[src/logic/cpu_pkg.sv]
package cpu_pkg;

	// basic data and address word
	typedef logic [15:0] word_t;

	// opcodes live in instruction bits 15:12
	// 1, 7 and 13 are reserved and run as no-ops
	typedef enum logic [3:0] {
		OP_ADD = 4'd0,
		OP_SUB = 4'd2,
		OP_XOR = 4'd3,
		OP_SLL = 4'd4,
		OP_SRA = 4'd5,
		OP_ROR = 4'd6,
		OP_LW  = 4'd8,
		OP_SW  = 4'd9,
		OP_LLB = 4'd10,
		OP_LHB = 4'd11,
		OP_B   = 4'd12,
		OP_PCS = 4'd14,
		OP_HLT = 4'd15
	} opcode_e;

	// branch condition codes, instruction bits 11:9
	typedef enum logic [2:0] {
		COND_NE     = 3'd0,
		COND_EQ     = 3'd1,
		COND_GT     = 3'd2,
		COND_LT     = 3'd3,
		COND_GE     = 3'd4,
		COND_LE     = 3'd5,
		COND_OV     = 3'd6,
		COND_ALWAYS = 3'd7
	} cond_e;

	// alu operations
	// ALU_ADDR is zero so an all-zero control word writes no flags
	typedef enum logic [2:0] {
		ALU_ADDR = 3'd0,
		ALU_ADD  = 3'd1,
		ALU_SUB  = 3'd2,
		ALU_XOR  = 3'd3,
		ALU_SLL  = 3'd4,
		ALU_SRA  = 3'd5,
		ALU_ROR  = 3'd6
	} alu_op_e;

	// register format, rt doubles as imm4
	typedef struct packed {
		opcode_e    opcode;
		logic [3:0] rd;
		logic [3:0] rs;
		logic [3:0] rt;
	} instr_t;

	// flag bit order is also the order of the flag write enables
	typedef struct packed {
		logic z;
		logic v;
		logic n;
	} flags_t;

	typedef struct packed {
		logic    reg_write;
		logic    mem_write;
		logic    mem_to_reg;
		logic    alu_src_imm;
		logic    alu_result;
		logic    load_low;
		logic    load_high;
		logic    pcs;
		logic    branch;
		logic    halt;
		alu_op_e alu_op;
	} ctrl_t;

	// one record per committed instruction
	typedef struct packed {
		logic       valid;
		word_t      pc;
		logic       halt;
		logic       reg_we;
		logic [3:0] dst;
		word_t      reg_data;
		logic       mem_we;
		word_t      mem_addr;
		word_t      mem_data;
	} retire_t;

	// branch condition overlays bits 11:9
	function automatic cond_e instr_cond(instr_t i);
		return cond_e'(i.rd[3:1]);
	endfunction

	// branch offset in halfwords, bits 8:0
	function automatic logic [8:0] instr_imm9(instr_t i);
		return {i.rd[0], i.rs, i.rt};
	endfunction

	// LLB/LHB byte, bits 7:0
	function automatic logic [7:0] instr_imm8(instr_t i);
		return {i.rs, i.rt};
	endfunction

endpackage

[src/logic/pc_control.sv]
`timescale 1ns/10ps

module pc_control
	import cpu_pkg::*;
(
	input  logic       clk,
	input  logic       arst_n,
	input  logic       run,
	input  instr_t     instr,
	input  ctrl_t      ctrl,
	input  flags_t     flags_new,
	input  logic [2:0] flag_we,
	output word_t      pc,
	output word_t      pc_plus2,
	output logic       hlt
);

	flags_t     flags;
	logic [8:0] imm9;
	word_t      branch_off;
	word_t      next_pc;
	logic       cond_met;

	// halt only counts while the core is running
	assign hlt = ctrl.halt & run;

	assign pc_plus2 = pc + 16'd2;

	// sign extend and scale to bytes
	assign imm9       = instr_imm9(instr);
	assign branch_off = {{6{imm9[8]}}, imm9, 1'b0};

	// condition is judged on the flags from earlier instructions
	always_comb begin
		case (instr_cond(instr))
			COND_NE:     cond_met = ~flags.z;
			COND_EQ:     cond_met = flags.z;
			COND_GT:     cond_met = ~flags.z & ~flags.n;
			COND_LT:     cond_met = flags.n;
			COND_GE:     cond_met = ~flags.n;
			COND_LE:     cond_met = flags.n | flags.z;
			COND_OV:     cond_met = flags.v;
			default:     cond_met = 1'b1;
		endcase
	end

	// halt freezes the pc on the HLT word
	always_comb begin
		if (hlt)
			next_pc = pc;
		else if (ctrl.branch && cond_met)
			next_pc = pc_plus2 + branch_off;
		else
			next_pc = pc_plus2;
	end

	// held at zero while stopped, so every run starts at 0
	always_ff @(posedge clk or negedge arst_n) begin
		if (!arst_n)
			pc <= '0;
		else if (!run)
			pc <= '0;
		else
			pc <= next_pc;
	end

	// per-flag update, each bit has its own enable
	always_ff @(posedge clk or negedge arst_n) begin
		if (!arst_n) begin
			flags <= '0;
		end else if (!run) begin
			flags <= '0;
		end else if (!hlt) begin
			if (flag_we[2])
				flags.z <= flags_new.z;
			if (flag_we[1])
				flags.v <= flags_new.v;
			if (flag_we[0])
				flags.n <= flags_new.n;
		end
	end

	// halfword aligned fetch across all branches and restarts
	pc_even: assert property (@(posedge clk) disable iff (!arst_n) pc[0] == 1'b0);

endmodule

[config.mk]
export PLATFORM = sky130hd
export DESIGN_NAME = pc_control
export DESIGN_NICKNAME = d
export VERILOG_FILES = /design/src/logic/cpu_pkg.sv /design/src/logic/pc_control.sv
export SDC_FILE = /design/constraint.sdc
export NUM_CORES = 1
export LEC_CHECK = 0
export ABC_AREA = 1
export ABC_CLOCK_PERIOD_IN_PS = 6850
export BUFFER_PORTS_ARGS = -buffer_cell sky130_fd_sc_hd__buf_2
export CAP_MARGIN = 20
export CORE_UTILIZATION = 40
export CTS_BUF_LIST = sky130_fd_sc_hd__clkbuf_8 sky130_fd_sc_hd__clkbuf_16
export DETAILED_ROUTE_END_ITERATION = 8
export GPL_TIMING_DRIVEN = 0
export PLACE_DENSITY = 0.67
export REMOVE_ABC_BUFFERS = 1
export SLEW_MARGIN = 20
export SYNTH_ARGS = -nofsm -noshare
export SYNTH_HDL_FRONTEND = slang
export SYNTH_SLANG_ARGS = --single-unit
[constraint.sdc]
create_clock -name clk -period 6.85 [get_ports clk]
set_input_delay 0.685 -clock clk [delete_from_list [all_inputs] [get_ports clk]]
set_output_delay 0.685 -clock clk [all_outputs]
set_load 0.005 [all_outputs]
---- Yosys cells after proc, flatten, opt, wreduce, memory -nomap -nowiden ----
Cells that the tools add are included.
storage, ports and cells
  word-level logic and storage cells ...... 35
  flip-flop bits (word level) ............. 19
  output and inout bits ................... 33
  input port bits ......................... 38
cells by class
  mux-type cells .......................... 9
  reduce and logical (&&, ||, !) cells .... 5
  add/sub/neg operators ................... 2
  equal/unequal tests ..................... 10
  bitwise operators ....................... 5
operators with widths
  cell                                                 count
  2-to-1 mux 16 bit                                    3
  adder 16 bit                                         1
  adder 16 x 2 -> 16 bit, second input constant        1
  equality test 3 bit, second input constant           3
  case mux 1 bit (7 select lines)                      1
  equality test 3 x 2 -> 1 bit, second input constant  2
  2-to-1 mux 3 bit                                     2
  != test 2 x 1 -> 1 bit, second input constant        3
  AND reduction 2 bit                                  3
  equality test 3 x 1 -> 1 bit, second input constant  1
  logical NOT 3 bit                                    1
  2-to-1 mux 1 bit                                     3
  bitwise AND 1 bit                                    2
  != test 2 bit, second input constant                 1
  NOT 1 bit                                            2
  logical AND 1 bit                                    1
  OR 1 bit                                             1

---- Longest topological paths before layout ----
Gate-level depths: netlist of run 1.
  word-level depth ........................ 7
  gate-level depth with buffers ........... 21
  mapped depth without buffers ............ 21

---- Worst setup path before layout of run 1 ----
OpenSTA, ideal clock, no wires.
  path kind ............................... flip-flop to flip-flop
  start point ............................. register pc[1]
  end point ............................... register pc[15]
  buffers on the path ..................... 0
  arrival time ............................ 2361 ps
  cell stages (with the launch flop) ...... 21
  clock period less this slack ............ 2479 ps
  library setup time ...................... 118 ps
  setup slack ............................. 4371 ps
  required time ........................... 6732 ps
  path through ............................ dfrtp_1 ha_1 nand2_1 nor2_1 nand2_1 inv_1 nand3_1 nor2_1 or2_2 inv_1 ha_1 nand2_1 inv_1 nand2_1 nand2_1 a21oi_1 nand3_1 nand3_1 nand2_1 nand3_1 nand2_1
between the ends
  cells in the longest elaborated chain, start to end .. 5
RTL lines
  item                    line              text
  from (decl)             pc_control.sv:13  output word_t pc,
  from (signal assigned)  pc_control.sv:64  pc <= next_pc;
  adder 16 x 2 -> 16 bit  pc_control.sv:27  assign pc_plus2 = pc + 16'd2;
  named net pc_plus2[9]   pc_control.sv:14  output word_t pc_plus2,
  adder 16 bit            pc_control.sv:52  next_pc = pc_plus2 + branch_off;
  2-to-1 mux 16 bit       pc_control.sv:51  else if (ctrl.branch && cond_met)
  2-to-1 mux 16 bit       pc_control.sv:49  if (hlt)
  2-to-1 mux 16 bit       pc_control.sv:61  else if (!run)
The timed path passes the listed nets, and every way through them passes these cells. The select of a mux whose other input is x is not followed.
A chain may end at the register's enable or synchronous reset.

---- Worst setup path after layout of run 1 ----
  start point ............................. register pc[1]
  end point ............................... register pc[15]
between the ends
  cells in the longest elaborated chain, start to end .. 5
RTL lines
  item                        line
  adder 16 x 2 -> 16 bit (*)  pc_control.sv:27
  adder 16 bit                pc_control.sv:52
  2-to-1 mux 16 bit (*)       pc_control.sv:51
  2-to-1 mux 16 bit (*)       pc_control.sv:49
  2-to-1 mux 16 bit (*)       pc_control.sv:61
Mark *: on every way between the ends. The rest lies on a longest branch, timed or not. The select of a mux whose other input is x is not followed.

==> impl_metrics.tcl, run 1 <==
set metrics [dict create \
    setup_slack_ns 4.06 \
    clockBufferDepth 2 \
    slowest_stage "dfrtp_1" \
    grt_pass1_vias 1940 \
    grt_overflow_total 0 \
    drt_iter0_markers 111 \
    num_io_pins 71 \
    rsz0062_at_grt "no" \
    first_pass_iters 5 \
    postLayoutCoreUtil_pct 49.8 \
    dp_hpwl_um 4080 \
    ys_async_sr_fraction_pct 100 \
    antenna_found_initial 0 \
    setup_tns_ns 0 \
    via_per_inst 4.71 \
    grt_max_degree 19 \
    yosysMostFrequentCell "nand2_1" \
    reg2reg_depth 20 \
    num-nets-final 429 \
    finalSetupViolations 0 \
    status "completed" \
    netlist_area_mm2 0.00197 \
    synth_cell_types 30 \
    ant_nets 0 \
    start_kind "flop" \
    cts_tree "built" \
    synth-edff-count 0 \
    synth_commonest_cells "nand2_1 (92), inv_1 (47), nor2_1 (35), nand3_1 (26), a21oi_1 (20)" \
    worstSkewPairLatency_ns 0.24 \
    crit_type "flop to flop" \
    dieArea_mm2 0.00522 \
    drv.max_cap_violation_count 0 \
    wl_per_cell_um 10.7 \
    cts.sinks 18 \
    worstPathMaxFanout 6 \
    worstPathCellList "ha_1, nand2_1, nor2_1, nand2_1, inv_1, nand3_1, nor2_1, or2_2, inv_1, ha_1, nand2_1, inv_1, nand2_1, nand2_1, a21oi_1, nand3_1, nand3_1, nand2_1, nand3_1, nand2_1" \
    drc 0 \
    start_util_pct 41.8 \
    drive_gt1_share_pct 16.4 \
    stdcell_count 440 \
    hold_buffers 0 \
    powerDensity_mw_per_mm2 191 \
    port-buffer-count 53 \
    root_buffer "clkbuf_8" \
    grt_usage_pct 19.5 \
    max_stage_delay_ns 0.41 \
    period_share_pct 40.7 \
    synth_top_cell_by_area "dfrtp_1" \
    fin_crit_ns 2.79 \
    hold_ws_ns 0.356 \
    fillerInstances 525 \
    ys_seq_elements 18 \
    r2r_end "pc[15]" \
    hp-class "primary input to asynchronous set/reset pin" \
    yosysWarnings 0 \
    dp.cells 436 \
    grt_pass1_wl_um 8100 \
    preCtsSetupSlack_ns 4.07 \
    cp_data_required_time_ns 6.98 \
    postCtsResizedCells 0 \
    synth_ff_type "dfrtp_1" \
    crit_top_cell "nand2_1" \
    drv_slew 0 \
    ir_drop_mv 0.129 \
    skew_ns 0.000504 \
    die_w_um 72.3 \
    dieHeight_um 72.3 \
    clkSlewWorstSetupHoldPaths_ns 0.06 \
    avgSynthCellArea_um2 6.19 \
    ys_top_cells_by_area "dfrtp_1 (23%), nand2_1 (17%), ha_1 (10%)" \
    arrival_ns 2.92 \
    r2r_start "pc[1]" \
    num_rows 25 \
    leakagePower_uw 0.00138 \
    antenna_cells 0 \
    dr_total_vias 2074 \
    htreeDepth 1 \
    synth_top_cell_area_share_pct 22.8 \
    routed_wl_um 4690 \
    reg2reg_slack_ns 4.06 \
    ys_seq_area_share_pct 22.8 \
    core_area_mm2 0.00472 \
    syn_to_final_growth_pct 19.1 \
    max_freq_mhz 359 \
    syn_inst 319 \
    globalplace.congestion 0.850 \
    post_cts_buffers 0 \
    finalHoldViolCount 0 \
    crit_path_end_kind "flop" \
    cts_buffers 3 \
]
## power by group
part / total [µW] / internal (µW) / switching [µW] / leakage (µW)
Combinational: 229 / 91.2 / 137 / 0.00111
Sequential: 138 / 121 / 17.5 / 0.000237
Clock: 81.2 / 50.9 / 30.4 / 0.0000288
Total: 448 / 263 / 185 / 0.00138
## how the worst max path moves through the flow
stage / from / to / slack (ns) / cells past startpoint
after CTS: pc[1] / pc[14] / 4.06 / 18
after detailed placement: pc[1] / pc[14] / 4.07 / 18
after global placement: pc[1] / pc[14] / 4.10 / 18
final: pc[1] / pc[15] / 4.06 / 20
after floorplan: pc[1] / pc[15] / 4.37 / 20
after global routing: pc[1] / pc[15] / 3.80 / 20
## critical path: cells and delay by family, from the launching register on
family	cells	cell delay (ns)
adders and majority gates	2	0.53
buffers and inverters	3	0.23
DFF	1	0.41
and+or+nand+nor	14	1.33
AOI/OAI and AO/OA	1	0.17
## metal layers
layer / GRT usage (%) / routed length [µm] / vias to the layer above
met1: 26.2 / 2370 / 894
met3: 1.39 / 132 / 8
met2: 32.5 / 2120 / 39
met5: 0 / 0 / -
met4: 7.84 / 70 / 0
li1: - / - / 1133
## state kept, by name, indices dropped and copies added (netlist names)
signal,cells
flags,3
pc,15
## logic make-up (layout without fill, tap and decap cells)
logic type,Yosys count,after routing,synth area share [%]
AOI/OAI and AO/OA,49,49,13.2
xor gates and xnor gates,13,13,5.77
adders and majority gates,17,17,11.2
buffers and inverters,53,106,10.9
DFF,18,18,22.8
other,1,2,0.190
and+or+nand+nor,168,168,35.9
## cells in the final DEF (no fill, tap or decap), types with 2 or more instances in the layout
| master | instances |
|---|---|
| nand2_1 | 92 |
| buf_2 | 53 |
| inv_1 | 47 |
| nor2_1 | 35 |
| nand3_1 | 26 |
| a21oi_1 | 20 |
| o21ai_0 | 19 |
| dfrtp_1 | 18 |
| ha_1 | 16 |
| xor2_1 | 9 |
| nor3_1 | 6 |
| nand4_1 | 4 |
| xnor2_1 | 4 |
| clkbuf_8 | 4 |
| o21ai_1 | 3 |
| o211ai_1 | 2 |
| a21o_1 | 2 |
| conb_1 | 2 |
## cell type report
class	instances	area [µm²]	share of cell area, %
clock buffer	4	55.1	2.34
inverter	49	184	7.82
tap	67	83.8	3.57
multi-input combinational	249	1310	55.8
sequential	18	450	19.2
timing repair buffer	53	265	11.3
## metrics by stage
step           total power [µW]  cell area, µm²
6_report                    448            2350
5_1_grt                     496            2350
4_1_cts                     452            2350
3_5_place_dp                368            2300
3_3_place_gp                364            2300
2_1_floorplan               293            1950
(Power assumes the default switching activity.)
==> run 2: changes to the inputs <==
Settings changed: ABC_CLOCK_PERIOD_IN_PS 6850 to 2500, PLACE_DENSITY 0.67 to 0.69.
Clock period 6.85 ns to 2.5 ns, I/O delays scaled along.
==> run 2 against run 1 <==
Effect of this change: the run now ends with negative setup slack left; via count is 7.5% higher; critical path type unchanged; sequential power grew to 2.8 times the previous value; clock skew is 0.0024 ns higher; cell count is 3.6% higher; largest power group unchanged.
==> impl_metrics.tcl, run 2 (same netlist as run 1, synthesis figures left out) <==
set metrics [dict create \
    slowest_stage "dfrtp_1" \
    dieArea_mm2 0.00522 \
    clockPowerShare_pct 16.0 \
    max_freq_mhz 397 \
    p_comb_share_pct 56.6 \
    stdcell_count 456 \
    clkSlewWorstSetupHoldPaths_ns 0.06 \
    p_sw_share_pct 41.9 \
    mostFrequentLayoutCells "nand2_1 (80), buf_2 (53), inv_1 (41)" \
    first_pass_iters 4 \
    violations "negative setup slack" \
    drive_gt1_share_pct 32.1 \
    skew_ns 0.00293 \
    root_buffer "clkbuf_8" \
    p_sw_uw 587 \
    dp_hpwl_um 4120 \
    status "complete, but fails checks" \
    dp.cells 436 \
    num-nets-final 445 \
    start_kind "flop" \
    hp-class "primary input to flop" \
    grt_overflow_total 0 \
    port-buffer-count 53 \
    final_common_cell "nand2_1" \
    htreeDepth 1 \
    fin_crit_ns 2.52 \
    drt_iter0_markers 138 \
    clockBufferDepth 2 \
    setup_slack_ns -0.0166 \
    largest_reg_flops 15 \
    grt_pass1_wl_um 8760 \
    finalHoldViolCount 0 \
    antenna_cells 0 \
    num_io_pins 71 \
    cts_buffers 3 \
    grt_max_degree 19 \
    crit_path_end_kind "flop" \
    cts.sinks 18 \
    worstSkewPairLatency_ns 0.25 \
    syn_to_final_growth_pct 38.5 \
    grt_usage_pct 20.9 \
    routed_wl_um 5420 \
    dr_total_vias 2230 \
    powerDensity_mw_per_mm2 512 \
    wl_per_cell_um 11.9 \
    arrival_ns 2.65 \
    largest-register "pc" \
    cp_data_required_time_ns 2.64 \
    intPower_uw 813 \
    core_area_mm2 0.00472 \
    leakagePower_uw 0.00148 \
    hold_ws_ns 0.240 \
    grt_pass1_vias 2139 \
    ir_drop_mv 0.304 \
    crit_type "flop to flop" \
    worstPathCellList "ha_2, nand2_4, nor2_4, nand2_2, inv_1, nand3_1, nor2_1, or2_2, inv_2, ha_4, nand2_2, inv_1, nand2_1, nand2_2, a21oi_2, nand3_1, nand3_1, nand2_1, nand3_2, nand2_1" \
    worstPathMaxFanout 6 \
    antenna_found_initial 0 \
    ant_nets 0 \
    cts_tree "built" \
    globalplace.congestion 0.805 \
    p_seq_share_pct 27.4 \
    dieHeight_um 72.3 \
    drv_slew 0 \
    rsz0062_at_grt "yes" \
    max_stage_delay_ns 0.41 \
    preCtsSetupSlack_ns -0.296 \
    top_regs "pc x15, flags x3" \
    period_share_pct 101 \
    drc 0 \
    finalSetupViolations 1 \
    via_per_inst 4.89 \
    start_util_pct 41.8 \
    num_rows 25 \
    drv.max_cap_violation_count 0 \
    die_w_um 72.3 \
]
-- run 2: power by group through the flow --
stage | combinational [µW] | sequential [µW] | clock [µW]
after floorplan | 424 | 379 | 0
after global placement | 613 | 381 | 0
after detailed placement | 625 | 382 | 0
after CTS | 719 | 378 | 233
after global routing | 885 | 389 | 244
final | 792 | 384 | 224
-- run 2: timing repair --
item                                    in CTS  in global routing
pin swaps                                   11                 11
hold buffers                                 1                  0
resized for setup                           26                 30
gates cloned                                 0                  0
hold endpoints to repair                    18                  0
endpoints found under the setup margin       8                  9
setup buffers                               12                  3
-- run 2: layout make-up --
type                            instances  area, µm²
Fill cell                             433       1990
Multi-Input combinational cell        249       1570
Sequential cell                        18        453
Timing Repair Buffer                   69        392
Inverter                               49        184
Tap cell                               67       83.8
Clock buffer                            4       55.1
-- run 2: routing by layer --
layer | track usage (%) | up-vias | wire (µm)
li1 | - | 1159 | -
met4 | 7.63 | 0 | 83
met5 | 0 | - | 0
met3 | 1.81 | 10 | 206
met1 | 26.3 | 1001 | 2490
met2 | 37.1 | 60 | 2640
-- run 2: metrics by stage --
step	TNS [ns]	power (µW)	instance area [µm²]	util (%)
2_1_floorplan	0	803	1950	-
3_3_place_gp	-1.11	995	2300	48.6
3_5_place_dp	-1.38	1010	2300	48.6
4_1_cts	0	1330	2590	54.8
5_1_grt	-0.983	1520	2740	57.9
6_report	-0.0166	1400	2740	57.9
-- run 2: final timing paths --
check	slack (ns)	to	cells past startpoint	start
worst max register to register	-0.02	pc[15]	20	pc[2]
min in group asynchronous	0.45	flags[2]	2	arst_n
worst min register to register	0.55	pc[14]	2	pc[14]
worst min-delay path	0.24	flags[1]	3	flags_new[1]
worst max-delay path	-0.02	pc[15]	20	pc[2]
max in group asynchronous	1.76	pc[6]	2	arst_n
-- run 2: critical path: cells and delay by family, from the launching register on --
| family | cells | cell delay (ns) |
|---|---|---|
| adders and majority gates | 2 | 0.44 |
| DFF | 1 | 0.41 |
| buffers and inverters | 3 | 0.19 |
| AOI/OAI and AO/OA | 1 | 0.15 |
| and+or+nand+nor | 14 | 1.22 |
==> run 3: changes to the inputs <==
Settings changed: ABC_CLOCK_PERIOD_IN_PS 2500 to 2450, BUFFER_PORTS_ARGS -buffer_cell sky130_fd_sc_hd__buf_2 to unset, DONT_BUFFER_PORTS set to 1, PLACE_DENSITY 0.69 to unset.
Clock period 2.5 ns to 2.45 ns, I/O delays scaled along.
==> run 3 against run 2 <==
Effect of this change: the run still ends with negative setup slack left; global-route usage up 1.3 points; clock power is 15% lower; register-to-register slack worse by 0.12 ns; sequential power rose by 7.8%; hold slack worse by 0.11 ns; die area did not move; total power is 2.4% higher; clock skew hardly changed; sequential share of layout area rose by 0.83 points; setup slack worse by 0.12 ns; critical path type unchanged.
==> impl_metrics.tcl, run 3 (same netlist as run 1, synthesis figures left out) <==
set metrics [dict create \
    num-nets-final 400 \
    dp_hpwl_um 3960 \
    crit_path_end_kind "flop" \
    port-buffer-count 0 \
    ir_drop_mv 0.296 \
    use_met3_pct 3.06 \
    via_per_inst 5.10 \
    grt_pass1_wl_um 9020 \
    antenna_cells 0 \
    dieHeight_um 72.3 \
    max_freq_mhz 387 \
    grt_pass1_vias 2033 \
    clockBufferDepth 2 \
    hp-class "primary input to flop" \
    final_common_cell "nand2_1" \
    worst_pin_slew_ns 0.763 \
    finalSetupViolations 7 \
    htreeDepth 1 \
    drc 0 \
    setup_slack_ns -0.134 \
    worstPathCellList "inv_2, buf_4, buf_4, buf_4, buf_4, buf_4, buf_4, buf_4, buf_4, buf_4, buf_4, buf_4, buf_4, buf_4, buf_4, buf_4, o22ai_2" \
    drive_gt1_share_pct 30.3 \
    drv_slew 0 \
    core_area_mm2 0.00472 \
    dp.cells 383 \
    arrival_ns 2.74 \
    clkSlewWorstSetupHoldPaths_ns 0.06 \
    die_w_um 72.3 \
    first_pass_iters 4 \
    leakagePower_uw 0.00127 \
    mostFrequentLayoutCells "nand2_1 (75), inv_1 (36), nor2_1 (27)" \
    top_regs "pc x15, flags x3" \
    grt.busiest_layer "met2" \
    setup_tns_ns -0.419 \
    start_util_pct 41.8 \
    finalHoldViolCount 0 \
    drt_iter0_markers 118 \
    cts_buffers 3 \
    hold_ws_ns 0.129 \
    worst-path-buf-inv 16 \
    grt_usage_pct 22.1 \
    slew_headroom_pct 49.0 \
    powerDensity_mw_per_mm2 544 \
    met1_usage_pct 28.3 \
    largest_reg_flops 15 \
    cp_top_family "buffers and inverters" \
    grt_overflow_total 0 \
    period_share_pct 105 \
    wl_per_cell_um 14.1 \
    antenna_found_initial 0 \
    crit_top_cell "buf_4" \
    max_stage_delay_ns 0.42 \
    status "complete, but fails checks" \
    postLayoutCoreUtil_pct 55.8 \
    cts_tree "built" \
    routed_wl_um 5790 \
    worstSkewPairLatency_ns 0.24 \
    cp_data_required_time_ns 2.61 \
    crit_type "flop to flop" \
    start_kind "flop" \
    num_io_pins 71 \
    globalplace.congestion 0.861 \
    syn_to_final_growth_pct 33.4 \
    violations "negative setup slack" \
    cts.sinks 18 \
    grt_max_degree 19 \
    ant_nets 0 \
    fillerInstances 434 \
    drv.max_cap_violation_count 0 \
    skew_ns 0.00267 \
    worstPathMaxFanout 3 \
    dieArea_mm2 0.00522 \
    slowest_stage "dfrtp_2" \
    rsz0062_at_grt "yes" \
    num_rows 25 \
    dr_total_vias 2092 \
    fin_crit_ns 2.58 \
    gr-usage-met2_pct 38.4 \
    stdcell_count 410 \
    root_buffer "clkbuf_8" \
    preCtsSetupSlack_ns -0.429 \
    largest-register "pc" \
]
[run 3: metal layers]
metal  part of all wire (%)  vias to the layer above  wire length [µm]
met5                      0                        -                 0
met4                    2.2                        0               127
met3                    5.7                       11               329
met2                     48                       71              2810
met1                     44                      946              2520
li1                       -                     1064                 -
[run 3: area by class of cell]
type	count	area [µm²]	area share (%)
clock buffer	3	41.3	1.57
inverter	49	186	7.08
timing repair buffer	24	186	7.08
multi-input combinational	249	1680	63.7
sequential	18	458	17.4
tap	67	83.8	3.18
[run 3: power by group]
part,total (µW),internal (µW),switching [µW]
Combinational,830,363,466
Sequential,414,340,73.6
Clock,190,109,81.2
[run 3: stage by stage]
stage / total power, µW / cell area [µm²]
floorplan: 819 / 1950
global placement: 931 / 2030
detailed placement: 932 / 2030
CTS: 1340 / 2510
global route: 1540 / 2630
finish: 1430 / 2630
[run 3: final timing paths]
check / startpoint / end / slack [ns] / cells past startpoint
setup / recovery: pc[2] / pc[2] / -0.13 / 17
hold / removal: run / flags[2] / 0.13 / 2
setup reg to reg: pc[2] / pc[2] / -0.13 / 17
hold reg to reg: flags[1] / flags[1] / 0.55 / 2
max in group asynchronous: arst_n / pc[2] / 1.41 / 1
min in group asynchronous: arst_n / pc[14] / 0.52 / 1
[run 3: timing repair]
item                                    in CTS  in global routing
setup buffers                               20                  3
resized for setup                           61                 30
pin swaps                                   24                 29
endpoints found under the setup margin       9                 11
hold endpoints to repair                    18                  0
hold buffers                                 1                  0
